$ cat src/hdl/cpu_settings.svh
`ifndef CPU_SETTINGS_SVH
`define CPU_SETTINGS_SVH

// data path width
`define CPU_WORD_W 32

// general purpose registers, $0 included
`define CPU_REG_NUM 32

`define CPU_ZERO_WORD {`CPU_WORD_W{1'b0}}

// JAL puts its return address here
`define CPU_LINK_REG 5'd31

// one sweep cycle per register after reset
`define CPU_CLEAR_CYCLES `CPU_REG_NUM

`endif

$ cat src/hdl/cpu_isa_pkg.sv
`include "cpu_settings.svh"

package cpu_isa_pkg;

	typedef logic [`CPU_WORD_W-1:0] Word_t;
	typedef logic [15:0] HalfWord_t;
	typedef logic [`CPU_WORD_W-1:0] InstAddr_t;
	typedef logic [31:0] Inst_t;
	typedef logic [$clog2(`CPU_REG_NUM)-1:0] RegAddr_t;
	typedef logic Bit_t;

	// operation handed to EX, one word wide
	typedef enum logic [`CPU_WORD_W-1:0] {
		OP_INVALID,
		OP_ORI, OP_ANDI, OP_XORI, OP_LUI,
		OP_ADDI, OP_ADDIU, OP_SLTI, OP_SLTIU,
		OP_LW, OP_SW,
		OP_ADDU, OP_SUBU, OP_AND, OP_OR, OP_XOR, OP_SLT,
		OP_MOVZ, OP_MOVN,
		OP_J, OP_JAL
	} Oper_t;

	// primary opcodes, inst[31:26]
	localparam logic [5:0] OPC_SPECIAL = 6'b000000;
	localparam logic [5:0] OPC_J       = 6'b000010;
	localparam logic [5:0] OPC_JAL     = 6'b000011;
	localparam logic [5:0] OPC_ADDI    = 6'b001000;
	localparam logic [5:0] OPC_ADDIU   = 6'b001001;
	localparam logic [5:0] OPC_SLTI    = 6'b001010;
	localparam logic [5:0] OPC_SLTIU   = 6'b001011;
	localparam logic [5:0] OPC_ANDI    = 6'b001100;
	localparam logic [5:0] OPC_ORI     = 6'b001101;
	localparam logic [5:0] OPC_XORI    = 6'b001110;
	localparam logic [5:0] OPC_LUI     = 6'b001111;
	localparam logic [5:0] OPC_LW      = 6'b100011;
	localparam logic [5:0] OPC_SW      = 6'b101011;

	// SPECIAL function codes, inst[5:0]
	localparam logic [5:0] FN_MOVZ = 6'b001010;
	localparam logic [5:0] FN_MOVN = 6'b001011;
	localparam logic [5:0] FN_ADDU = 6'b100001;
	localparam logic [5:0] FN_SUBU = 6'b100011;
	localparam logic [5:0] FN_AND  = 6'b100100;
	localparam logic [5:0] FN_OR   = 6'b100101;
	localparam logic [5:0] FN_XOR  = 6'b100110;
	localparam logic [5:0] FN_SLT  = 6'b101010;

endpackage

$ cat src/hdl/cpu_pipe_pkg.sv
package cpu_pipe_pkg;

	import cpu_isa_pkg::*;

	// fetched word and where it came from
	typedef struct packed {
		InstAddr_t pc;
		Inst_t     inst;
	} fetch_t;

	typedef struct packed {
		Bit_t     we;
		RegAddr_t waddr;
		Word_t    wdata;
	} RegWriteReq_t;

	// memory request of the instruction now in EX
	typedef struct packed {
		Bit_t ce;
		Bit_t we;
	} MemAccessReq_t;

	// decoded bundle for EX
	typedef struct packed {
		Oper_t     op;
		Word_t     reg1;
		Word_t     reg2;
		Word_t     imm;
		Bit_t      we;
		RegAddr_t  waddr;
		InstAddr_t pc;
	} id_ex_t;

endpackage

$ cat src/hdl/id_type_i.sv
`timescale 1ns/1ps

module id_type_i (
	input  cpu_isa_pkg::Inst_t    inst_i,
	output cpu_isa_pkg::Oper_t    op_o,
	output cpu_isa_pkg::RegAddr_t reg_raddr1_o,
	output cpu_isa_pkg::RegAddr_t reg_raddr2_o,
	output cpu_isa_pkg::RegAddr_t reg_waddr_o,
	output cpu_isa_pkg::Bit_t     reg_we_o,
	output cpu_isa_pkg::Bit_t     unsigned_imm_o
);

	import cpu_isa_pkg::*;

	logic [5:0] opcode;
	RegAddr_t rs, rt;

	assign opcode = inst_i[31:26];
	assign rs     = inst_i[25:21];
	assign rt     = inst_i[20:16];

	// most immediate forms read rs and write rt
	always_comb begin
		op_o           = OP_INVALID;
		reg_raddr1_o   = rs;
		reg_raddr2_o   = '0;
		reg_waddr_o    = rt;
		reg_we_o       = 1'b1;
		unsigned_imm_o = 1'b0;
		case (opcode)
			OPC_ORI: begin
				op_o           = OP_ORI;
				unsigned_imm_o = 1'b1;
			end
			OPC_ANDI: begin
				op_o           = OP_ANDI;
				unsigned_imm_o = 1'b1;
			end
			OPC_XORI: begin
				op_o           = OP_XORI;
				unsigned_imm_o = 1'b1;
			end
			// lui ignores rs
			OPC_LUI: begin
				op_o           = OP_LUI;
				reg_raddr1_o   = '0;
				unsigned_imm_o = 1'b1;
			end
			OPC_ADDI:  op_o = OP_ADDI;
			OPC_ADDIU: op_o = OP_ADDIU;
			OPC_SLTI:  op_o = OP_SLTI;
			OPC_SLTIU: op_o = OP_SLTIU;
			OPC_LW:    op_o = OP_LW;
			// store data comes from rt, nothing written back
			OPC_SW: begin
				op_o         = OP_SW;
				reg_raddr2_o = rt;
				reg_we_o     = 1'b0;
			end
			default: begin
				reg_raddr1_o = '0;
				reg_waddr_o  = '0;
				reg_we_o     = 1'b0;
			end
		endcase
	end

endmodule

$ cat src/hdl/id_type_r.sv
`timescale 1ns/1ps

module id_type_r (
	input  cpu_isa_pkg::Inst_t    inst_i,
	output cpu_isa_pkg::Oper_t    op_o,
	output cpu_isa_pkg::RegAddr_t reg_raddr1_o,
	output cpu_isa_pkg::RegAddr_t reg_raddr2_o,
	output cpu_isa_pkg::RegAddr_t reg_waddr_o,
	output cpu_isa_pkg::Bit_t     reg_we_o
);

	import cpu_isa_pkg::*;

	logic [5:0] opcode;
	logic [5:0] funct;
	Bit_t is_valid;

	assign opcode = inst_i[31:26];
	assign funct  = inst_i[5:0];

	always_comb begin
		op_o = OP_INVALID;
		if (opcode == OPC_SPECIAL) begin
			case (funct)
				FN_ADDU: op_o = OP_ADDU;
				FN_SUBU: op_o = OP_SUBU;
				FN_AND:  op_o = OP_AND;
				FN_OR:   op_o = OP_OR;
				FN_XOR:  op_o = OP_XOR;
				FN_SLT:  op_o = OP_SLT;
				FN_MOVZ: op_o = OP_MOVZ;
				FN_MOVN: op_o = OP_MOVN;
				default: op_o = OP_INVALID;
			endcase
		end
	end

	// every supported R form reads rs, rt and writes rd
	assign is_valid     = (op_o != OP_INVALID);
	assign reg_raddr1_o = is_valid ? inst_i[25:21] : '0;
	assign reg_raddr2_o = is_valid ? inst_i[20:16] : '0;
	assign reg_waddr_o  = is_valid ? inst_i[15:11] : '0;
	assign reg_we_o     = is_valid;

endmodule

$ cat src/hdl/id_decode.sv
`timescale 1ns/1ps
`include "cpu_settings.svh"

module id_decode (
	input  cpu_pipe_pkg::fetch_t        inst_i,
	input  cpu_isa_pkg::Word_t          reg1_i,
	input  cpu_isa_pkg::Word_t          reg2_i,
	input  cpu_pipe_pkg::MemAccessReq_t ex_memory_req_i,
	input  cpu_pipe_pkg::RegWriteReq_t  ex_wr_i,
	input  cpu_pipe_pkg::RegWriteReq_t  mem_wr_i,
	output cpu_isa_pkg::RegAddr_t       reg_raddr1_o,
	output cpu_isa_pkg::RegAddr_t       reg_raddr2_o,
	output cpu_pipe_pkg::id_ex_t        dec_o,
	output cpu_isa_pkg::Bit_t           stall_req_o
);

	import cpu_isa_pkg::*;
	import cpu_pipe_pkg::*;

	logic [5:0] opcode;
	HalfWord_t immediate;
	Word_t imm_zero_ext, imm_signed_ext, imm_sel;
	Word_t safe_reg1, safe_reg2;
	Oper_t op_type_i, op_type_j, op_type_r;
	RegAddr_t raddr1_i, raddr2_i, waddr_i;
	RegAddr_t raddr1_r, raddr2_r, waddr_r;
	Bit_t we_i, we_r, unsigned_imm;
	Bit_t is_i, is_j, is_r;
	Bit_t is_ex_load, cond_move_fail;

	// newest producer wins: EX, then MEM, then the register file
	function automatic Word_t forward(RegAddr_t addr, Word_t rf_data,
		RegWriteReq_t ex, RegWriteReq_t mem);
		if (addr == '0)
			return `CPU_ZERO_WORD;
		if (ex.we && ex.waddr == addr)
			return ex.wdata;
		if (mem.we && mem.waddr == addr)
			return mem.wdata;
		return rf_data;
	endfunction

	assign opcode         = inst_i.inst[31:26];
	assign immediate      = inst_i.inst[15:0];
	assign imm_zero_ext   = {16'h0, immediate};
	assign imm_signed_ext = {{16{immediate[15]}}, immediate};
	assign imm_sel        = unsigned_imm ? imm_zero_ext : imm_signed_ext;

	id_type_i u_type_i (
		.inst_i         (inst_i.inst),
		.op_o           (op_type_i),
		.reg_raddr1_o   (raddr1_i),
		.reg_raddr2_o   (raddr2_i),
		.reg_waddr_o    (waddr_i),
		.reg_we_o       (we_i),
		.unsigned_imm_o (unsigned_imm)
	);

	id_type_r u_type_r (
		.inst_i       (inst_i.inst),
		.op_o         (op_type_r),
		.reg_raddr1_o (raddr1_r),
		.reg_raddr2_o (raddr2_r),
		.reg_waddr_o  (waddr_r),
		.reg_we_o     (we_r)
	);

	// only J and JAL exist on the jump side
	assign op_type_j = (opcode == OPC_J) ? OP_J : (opcode == OPC_JAL) ? OP_JAL : OP_INVALID;

	// I over J over R
	assign is_i = (op_type_i != OP_INVALID);
	assign is_j = !is_i && (op_type_j != OP_INVALID);
	assign is_r = !is_i && !is_j && (op_type_r != OP_INVALID);

	// read addresses depend on the word alone, kept apart from the data path
	always_comb begin
		reg_raddr1_o = '0;
		reg_raddr2_o = '0;
		if (is_i) begin
			reg_raddr1_o = raddr1_i;
			reg_raddr2_o = raddr2_i;
		end else if (is_r) begin
			reg_raddr1_o = raddr1_r;
			reg_raddr2_o = raddr2_r;
		end
	end

	assign safe_reg1 = forward(reg_raddr1_o, reg1_i, ex_wr_i, mem_wr_i);
	assign safe_reg2 = forward(reg_raddr2_o, reg2_i, ex_wr_i, mem_wr_i);

	// a load in EX has no data yet, so a dependent instruction waits
	assign is_ex_load  = ex_memory_req_i.ce && !ex_memory_req_i.we;
	assign stall_req_o = is_ex_load &&
		((ex_wr_i.waddr == reg_raddr1_o && reg_raddr1_o != '0) ||
		 (ex_wr_i.waddr == reg_raddr2_o && reg_raddr2_o != '0));

	// movz moves when rt is zero, movn when it is not
	assign cond_move_fail = (op_type_r == OP_MOVZ && safe_reg2 != `CPU_ZERO_WORD) ||
		(op_type_r == OP_MOVN && safe_reg2 == `CPU_ZERO_WORD);

	always_comb begin
		dec_o.pc    = inst_i.pc;
		dec_o.reg1  = safe_reg1;
		dec_o.reg2  = safe_reg2;
		dec_o.op    = OP_INVALID;
		dec_o.imm   = `CPU_ZERO_WORD;
		dec_o.we    = 1'b0;
		dec_o.waddr = '0;
		if (is_i) begin
			dec_o.op    = op_type_i;
			dec_o.imm   = imm_sel;
			dec_o.we    = we_i;
			dec_o.waddr = waddr_i;
			// arithmetic immediates take the immediate as operand 2
			if (op_type_i inside {OP_ADDI, OP_ADDIU, OP_SLTI, OP_SLTIU}) begin
				dec_o.reg2 = imm_sel;
			end
		end else if (is_j) begin
			dec_o.op    = op_type_j;
			dec_o.we    = (op_type_j == OP_JAL);
			dec_o.waddr = `CPU_LINK_REG;
		end else if (is_r) begin
			dec_o.op    = op_type_r;
			dec_o.we    = we_r && !cond_move_fail;
			dec_o.waddr = waddr_r;
		end
	end

endmodule

$ cat src/hdl/regfile.sv
`timescale 1ns/1ps
`include "cpu_settings.svh"

module regfile (
	input  logic                       clk,
	input  logic                       rst_i,
	input  cpu_isa_pkg::RegAddr_t      raddr1_i,
	input  cpu_isa_pkg::RegAddr_t      raddr2_i,
	input  cpu_pipe_pkg::RegWriteReq_t wr_i,
	input  logic                       clear_i,
	input  cpu_isa_pkg::RegAddr_t      clear_addr_i,
	output cpu_isa_pkg::Word_t         rdata1_o,
	output cpu_isa_pkg::Word_t         rdata2_o
);

	import cpu_isa_pkg::*;

	Word_t regs [`CPU_REG_NUM];

	// the sweep after reset is what initialises the array
	always_ff @(posedge clk) begin
		if (clear_i) begin
			regs[clear_addr_i] <= `CPU_ZERO_WORD;
		end else if (wr_i.we && wr_i.waddr != '0) begin
			regs[wr_i.waddr] <= wr_i.wdata;
		end
	end

	// same-cycle WB write is seen by the reader
	assign rdata1_o = (raddr1_i == '0) ? `CPU_ZERO_WORD :
		(wr_i.we && wr_i.waddr == raddr1_i) ? wr_i.wdata : regs[raddr1_i];
	assign rdata2_o = (raddr2_i == '0) ? `CPU_ZERO_WORD :
		(wr_i.we && wr_i.waddr == raddr2_i) ? wr_i.wdata : regs[raddr2_i];

	// WB must stay quiet while the sweep owns the write port
	a_no_write_in_clear: assert property (@(posedge clk) disable iff (rst_i)
		!(clear_i && wr_i.we));

endmodule

$ cat src/hdl/pipe_reg.sv
`timescale 1ns/1ps

module pipe_reg #(
	parameter type payload_t = logic [31:0]
) (
	input  logic     clk,
	input  logic     rst_i,
	input  logic     in_valid_i,
	output logic     in_ready_o,
	input  payload_t in_data_i,
	output logic     out_valid_o,
	input  logic     out_ready_i,
	output payload_t out_data_o,
	input  logic     hold_i
);

	logic valid_q;
	payload_t data_q;
	logic accept, drain;

	// hold freezes the slot in both directions
	assign drain      = valid_q && out_ready_i && !hold_i;
	assign in_ready_o = !hold_i && (!valid_q || out_ready_i);
	assign accept     = in_valid_i && in_ready_o;

	always_ff @(posedge clk) begin
		if (rst_i) begin
			valid_q <= 1'b0;
		end else if (accept) begin
			valid_q <= 1'b1;
		end else if (drain) begin
			valid_q <= 1'b0;
		end
	end

	always_ff @(posedge clk) begin
		if (accept) begin
			data_q <= in_data_i;
		end
	end

	assign out_valid_o = valid_q;
	assign out_data_o  = data_q;

	// upstream keeps its word steady until the slot takes it
	a_in_stable: assert property (@(posedge clk) disable iff (rst_i)
		in_valid_i && !in_ready_o |=> in_valid_i && $stable(in_data_i));

endmodule

$ cat src/hdl/issue_fsm.sv
`timescale 1ns/1ps

module issue_fsm (
	input  logic clk,
	input  logic rst_i,
	input  logic clear_done_i,
	input  logic stall_req_i,
	input  logic ifid_valid_i,
	input  logic idex_ready_i,
	output logic clear_o,
	output logic ifid_hold_o,
	output logic idex_load_o,
	output logic fetch_en_o
);

	typedef enum logic {
		ST_CLEAR,
		ST_RUN
	} state_t;

	state_t state_q;

	// the last sweep cycle is also the last CLEAR cycle
	always_ff @(posedge clk) begin
		if (rst_i) begin
			state_q <= ST_CLEAR;
		end else if (state_q == ST_CLEAR && clear_done_i) begin
			state_q <= ST_RUN;
		end
	end

	assign clear_o = (state_q == ST_CLEAR);

	// if_id may hand on when nothing stalls and id_ex has room
	assign fetch_en_o = (state_q == ST_RUN) && !stall_req_i && idex_ready_i;

	// advance
	assign idex_load_o = fetch_en_o && ifid_valid_i;

	// fetch is shut during CLEAR, a load-use stall keeps the word in if_id
	// and id_ex gets a bubble for as long as it lasts
	assign ifid_hold_o = clear_o || (ifid_valid_i && stall_req_i);

	a_clear_quiet: assert property (@(posedge clk) disable iff (rst_i)
		(state_q == ST_CLEAR) |-> !idex_load_o && !ifid_valid_i);

	a_stall_keeps: assert property (@(posedge clk) disable iff (rst_i)
		(state_q == ST_RUN) && ifid_valid_i && stall_req_i |=> ifid_valid_i);

endmodule

$ cat src/hdl/sweep_counter.sv
`timescale 1ns/1ps
`include "cpu_settings.svh"

module sweep_counter (
	input  logic                  clk,
	input  logic                  rst_i,
	input  logic                  en_i,
	output cpu_isa_pkg::RegAddr_t addr_o,
	output logic                  done_o
);

	import cpu_isa_pkg::*;

	RegAddr_t addr_q;

	// parks on the last address, so done stays up until reset
	assign done_o = (addr_q == RegAddr_t'(`CPU_CLEAR_CYCLES - 1));

	always_ff @(posedge clk) begin
		if (rst_i) begin
			addr_q <= '0;
		end else if (en_i && !done_o) begin
			addr_q <= addr_q + 1'b1;
		end
	end

	assign addr_o = addr_q;

endmodule

$ cat src/hdl/id_stage_top.sv
`timescale 1ns/1ps

module id_stage_top (
	input  logic                        clk,
	input  logic                        rst_i,
	input  logic                        f_valid_i,
	output logic                        f_ready_o,
	input  cpu_pipe_pkg::fetch_t        f_data_i,
	output logic                        d_valid_o,
	input  logic                        d_ready_i,
	output cpu_pipe_pkg::id_ex_t        d_data_o,
	input  cpu_pipe_pkg::MemAccessReq_t ex_mem_req_i,
	input  cpu_pipe_pkg::RegWriteReq_t  ex_wr_i,
	input  cpu_pipe_pkg::RegWriteReq_t  mem_wr_i,
	input  cpu_pipe_pkg::RegWriteReq_t  wb_wr_i
);

	import cpu_isa_pkg::*;
	import cpu_pipe_pkg::*;

	fetch_t ifid_data;
	id_ex_t dec;
	RegAddr_t raddr1, raddr2, clear_addr;
	Word_t rdata1, rdata2;
	logic ifid_valid, ifid_hold, fetch_en;
	logic idex_load, idex_ready;
	logic stall_req, clear, clear_done;

	pipe_reg #(.payload_t(fetch_t)) if_id (
		.clk, .rst_i,
		.in_valid_i  (f_valid_i),
		.in_ready_o  (f_ready_o),
		.in_data_i   (f_data_i),
		.out_valid_o (ifid_valid),
		.out_ready_i (fetch_en),
		.out_data_o  (ifid_data),
		.hold_i      (ifid_hold)
	);

	id_decode u_decode (
		.inst_i (ifid_data), .reg1_i (rdata1), .reg2_i (rdata2),
		.ex_memory_req_i (ex_mem_req_i), .ex_wr_i, .mem_wr_i,
		.reg_raddr1_o (raddr1), .reg_raddr2_o (raddr2),
		.dec_o (dec), .stall_req_o (stall_req)
	);

	regfile u_regfile (
		.clk, .rst_i,
		.raddr1_i (raddr1), .raddr2_i (raddr2), .wr_i (wb_wr_i),
		.clear_i (clear), .clear_addr_i (clear_addr),
		.rdata1_o (rdata1), .rdata2_o (rdata2)
	);

	sweep_counter u_sweep (
		.clk, .rst_i, .en_i (clear), .addr_o (clear_addr), .done_o (clear_done)
	);

	issue_fsm u_issue (
		.clk, .rst_i,
		.clear_done_i (clear_done), .stall_req_i (stall_req),
		.ifid_valid_i (ifid_valid), .idex_ready_i (idex_ready),
		.clear_o (clear), .ifid_hold_o (ifid_hold),
		.idex_load_o (idex_load), .fetch_en_o (fetch_en)
	);

	pipe_reg #(.payload_t(id_ex_t)) id_ex (
		.clk, .rst_i,
		.in_valid_i  (idex_load),
		.in_ready_o  (idex_ready),
		.in_data_i   (dec),
		.out_valid_o (d_valid_o),
		.out_ready_i (d_ready_i),
		.out_data_o  (d_data_o),
		.hold_i      (clear)
	);

endmodule

$ cat config.mk
export PLATFORM = sky130hd
export DESIGN_NAME = id_stage_top
export DESIGN_NICKNAME = d
export VERILOG_FILES = /design/src/hdl/cpu_isa_pkg.sv /design/src/hdl/cpu_pipe_pkg.sv /design/src/hdl/id_type_i.sv /design/src/hdl/id_type_r.sv /design/src/hdl/id_decode.sv /design/src/hdl/regfile.sv /design/src/hdl/pipe_reg.sv /design/src/hdl/issue_fsm.sv /design/src/hdl/sweep_counter.sv /design/src/hdl/id_stage_top.sv
export VERILOG_INCLUDE_DIRS = /design/src /design/src/hdl
export SDC_FILE = /design/constraint.sdc
export NUM_CORES = 2
export LEC_CHECK = 0
export BUFFER_PORTS_ARGS = -buffer_cell sky130_fd_sc_hd__buf_2
export CAP_MARGIN = 20
export CORE_AREA = 2 2 642 325
export CTS_BUF_LIST = sky130_fd_sc_hd__clkbuf_4
export DETAILED_ROUTE_END_ITERATION = 8
export DIE_AREA = 0 0 644 327
export GPL_TIMING_DRIVEN = 1
export HOLD_SLACK_MARGIN = 0.12
export PLACE_DENSITY = 0.42
export SYNTH_ARGS = -nofsm -noshare
export SYNTH_HDL_FRONTEND = slang
export SYNTH_HIERARCHICAL = 1
export SYNTH_SLANG_ARGS = --single-unit
$ cat constraint.sdc
create_clock -name clk -period 21.2 [get_ports clk]
set_input_delay 2.12 -clock clk [delete_from_list [all_inputs] [get_ports clk]]
set_output_delay 2.12 -clock clk [all_outputs]
set_load 0.01 [all_outputs]
==> run summary <==
The share of the Yosys chip area taken by registers is 0.618. The overall fraction of global-route tracks in use came out at 0.245. TritonCTS built the clock tree.

In this run, post-CTS hold repair placed 0 buffers. The final layout contains routed wiring with a total length of 265 mm. The flow ran to the end, and the final reports show no timing, DRC or antenna violations. The floorplan core area is 205000 µm².

The final hold violation count is 0. The count of flip-flops with a built-in enable after synthesis came out at 1254. The clock insertion delay at the later pin of the skew report is roughly 1.2 ns.

The total grt overflow came out at 0. Setup repair after global routing left no endpoint under its margin. The pre-CTS setup slack is 12.88 ns.

The final cell count without fillers came out at between 7000 and 8000. The biggest fanout along the worst timing path came out at 47. The number of sinks on the clock net came out at 1262. CTS placed an instance of sky130_fd_sc_hd__clkbuf_4 at the clock tree root. The cell area after technology mapping is 61200 µm². The number of vias after detailed routing is 41529.

The number of design-rule violations left by the first detailed-router iteration is between 6000 and 7000. By startpoint and endpoint, the worst setup path is classified as reg -> out. The completed layout was analyzed and its total power is 5.03 mW.

Yosys mapped the design onto 94 distinct sky130hd cell types. The clock arrives with 0.0801 ns of skew. The maximum buffer depth of the clock tree came out at 4. The number of fill cells in the layout is just under 20000. The CTS clock-pin slew for the worst setup and hold paths came out at 0.08 ns. Synthesis inferred 1262 register bits. The number of buffers added by the clock tree synthesis step came out at around 310. The floorplan row count is 118. The worst hold path belongs to the class reg -> reg. The max-slew headroom at the worst pin is 0.204. The share of the cycle needed by the critical path after routing came out at 0.427.

The starting density of the core is 0.298. The ratio of routed vias to standard cells came out at 5.80. The count of synthesis-stage warnings from yosys came out at 6. The detailed-router iteration count before antenna repair came out at 6. Once layout is done, the placed cells without fillers occupy 70000 µm². Of the cells placed in the final design, the portion with a size suffix greater than 1 is 0.349.

The max-slew violation count came out at 0. The first global-routing pass estimated 353 mm of wire. The routability congestion estimate from global placement came out at about 0.92.

The maximum number of pins on one net before global-route repair is 110. Across the whole layout, storage elements account for 37800 µm². In the synthesized netlist the async set-or-reset flop fraction comes to 0. The growth of design area from synthesis to finish is 14.4%. In this run the remaining antenna-violating nets after routing total 0.

The chip width came out at 644 µm. The average cell area after synthesis is 16.4 µm². The worst hold margin is 0.410 ns. The maximum resistive drop on vdd is 43.9 µV.

The category of the worst setup path launch point is a flop. The via count of the first global-routing pass is 39403. Based on the critical path, the design can be clocked at up to 0.110 GHz. After clock tree synthesis, the setup repair step added 0 buffers. The floorplan die area is roughly 210000 µm². Max-cap violations in this run came to 0.

After layout, the worst setup slack is 12.14 ns. After detailed routing, the number of remaining DRC violations is 0. The synthesized instance count came out at ~3700. The post-detailed-placement cell area came out at 65800 µm². The placed cell count came out at 6618.

The detailed placer's ending HPWL is about 170 mm. Data on the critical path is required at its endpoint by approximately 19 ns. Setup violations remaining at the end of the flow were counted as 0. Counting I/O delays and the setup requirement, the final critical path takes 9.06 ns. The leakage dissipation is between 20 and 25 nW. The most used flip-flop cell after synthesis is sky130_fd_sc_hd__edfxtp_1. The aggregate negative setup slack is 0 ns.

The die outline height is 327 µm. Pin placement for this block handled around 350 I/O pins. The H-tree generated during clock tree synthesis spans 5 levels. The total power density per cell area is 71.8 nW/µm². The endpoint kind of the worst setup timing path is a primary output. The number of antenna violations at the first check in global routing came out at 22. The worst endpoint data arrival time came out at 6.94 ns.

Measured on the finished design, the core utilization comes to 0.341. The measured slew at the worst slew-check pin is between 1 and 1.5 ns. The number of nets at the end of the flow came out at roughly 4400.

The routed length per placed instance is 37.1 µm. The number of gates given a new drive strength after cts is 0. The area taken by multi-input logic gates came out at between 20000 and 25000 µm². The number of port buffers came out at 351.
## worst paths after layout
kind / startpoint / end / slack [ns] / depth (start not counted)
setup / recovery: if_id/out_data_o[27]$_DFFE_PP_ / f_ready_o / 12.14 / 18
hold reg to reg: if_id/out_data_o[52]$_DFFE_PP_ / id_ex/out_data_o[20]$_DFFE_PP_ / 0.41 / 0
hold / removal: if_id/out_data_o[52]$_DFFE_PP_ / id_ex/out_data_o[20]$_DFFE_PP_ / 0.41 / 0
setup reg to reg: if_id/out_data_o[28]$_DFFE_PP_ / id_ex/out_data_o[37]$_DFFE_PP_ / 12.55 / 25
## cell families (layout without fill, tap and decap cells)
kind of cell,count (synthesis),in the layout,share of synthesized area
flops,1262,1262,0.618
mux,728,728,0.200
compound gates,717,717,0.0854
simple gates,551,551,0.0504
buf+inv,437,1050,0.0423
xor+xnor,24,24,0.00343
fa+ha+maj,2,2,0.000409
other cells,2,63,0.000123
## critical path, cell delays in order (launching register included)
cell and delay, ns:
sky130_fd_sc_hd__edfxtp_1 0.72, sky130_fd_sc_hd__nand2b_1 0.21, sky130_fd_sc_hd__mux2i_1 0.08, sky130_fd_sc_hd__a32o_1 0.29, sky130_fd_sc_hd__nor4_2 0.38, sky130_fd_sc_hd__and4_4 0.38, sky130_fd_sc_hd__nand2_2 0.06, sky130_fd_sc_hd__buf_4 0.31
sky130_fd_sc_hd__nor3_4 0.26, sky130_fd_sc_hd__buf_4 0.39, sky130_fd_sc_hd__a22o_4 0.66, sky130_fd_sc_hd__or4_1 0.27, sky130_fd_sc_hd__nor2_4 0.17, sky130_fd_sc_hd__o21a_1 0.30, sky130_fd_sc_hd__nor3b_1 0.60, sky130_fd_sc_hd__and3b_2 0.30
sky130_fd_sc_hd__nor2b_1 0.18, sky130_fd_sc_hd__nor2_1 0.07, sky130_fd_sc_hd__buf_2 0.15
## state kept, by name (all words and copies together), names as in the netlist
name and flops:
id_ex/out_data_o 166, id_ex/out_valid_o 1, if_id/out_data_o 64, if_id/out_valid_o 1, u_issue/state_q 1, u_regfile/regs 1024, u_sweep/addr_o 5
## power breakdown
| group | switching, mW | internal, mW | leakage, nW |
|---|---|---|---|
| registers | 0.0112 | 2.73 | 10.7 |
| clock network | 1.08 | 1.03 | 2.26 |
| logic | 0.119 | 0.0519 | 8.01 |
## cells in the final DEF, fill, tap and decap left out, types with 52 or more instances in the layout
master and count:
sky130_fd_sc_hd__conb_1 55, sky130_fd_sc_hd__a22oi_1 89, sky130_fd_sc_hd__buf_4 120, sky130_fd_sc_hd__clkinv_1 54
sky130_fd_sc_hd__edfxtp_1 1254, sky130_fd_sc_hd__mux2i_1 277, sky130_fd_sc_hd__nand2_1 82, sky130_fd_sc_hd__buf_2 351
sky130_fd_sc_hd__a21oi_1 118, sky130_fd_sc_hd__mux2_2 59, sky130_fd_sc_hd__and2_1 71, sky130_fd_sc_hd__mux4_2 387
sky130_fd_sc_hd__a211oi_1 73, sky130_fd_sc_hd__nor2_1 85, sky130_fd_sc_hd__nor4_1 52, sky130_fd_sc_hd__clkbuf_4 438
sky130_fd_sc_hd__o22ai_1 83, sky130_fd_sc_hd__o21ai_0 67
## synth_stat cells (all sizes together), types with 5 or more instances
library cell | instances | area (µm²)
edfxtp | 1254 | 37700
o22ai | 85 | 532
nand2 | 85 | 322
nand4 | 43 | 269
nor4 | 64 | 510
a21oi | 119 | 599
and3 | 7 | 43.8
o31ai | 33 | 248
mux2i | 278 | 2780
o21bai | 6 | 45.0
a2111oi | 11 | 134
a22oi | 89 | 668
o221ai | 29 | 254
o211ai | 13 | 111
nand3b | 6 | 45.0
xnor2 | 7 | 61.3
nor2b | 20 | 140
and4 | 9 | 83.8
and2 | 72 | 450
nand2b | 14 | 87.6
dfxtp | 8 | 160
a211oi | 84 | 686
a221oi | 26 | 253
mux4 | 390 | 8790
mux2 | 60 | 676
nor2 | 121 | 457
buf | 261 | 1930
a22o | 24 | 210
a21o | 28 | 210
nor3 | 50 | 260
nor3b | 7 | 62.6
o21a | 5 | 37.5
o21ai | 72 | 360
a311oi | 34 | 298
nand3 | 35 | 175
clkbuf | 139 | 527
a32o | 23 | 230
a221o | 9 | 90.1
inv | 37 | 139
xor2 | 17 | 149
## layer usage
layer,vias up,global-route usage,routed length [µm],share of wire
met4,4,0.0521,5220,0.020
met3,344,0.0826,32300,0.12
met5,-,0,27,0.00010
met2,2663,0.316,103000,0.39
met1,22038,0.387,125000,0.47
li1,16480,-,-,-
## cell type report
class                           instances  area share
Sequential cell                      1262       0.540
Multi-Input combinational cell       2077       0.307
Tap cell                             2760      0.0493
Clock buffer                          438      0.0470
Timing Repair Buffer                  497      0.0467
Clock inverter                         78     0.00717
Inverter                               37     0.00218
Antenna cell                            8    0.000286
No activity file was read; power rests on OpenSTA's default activity.
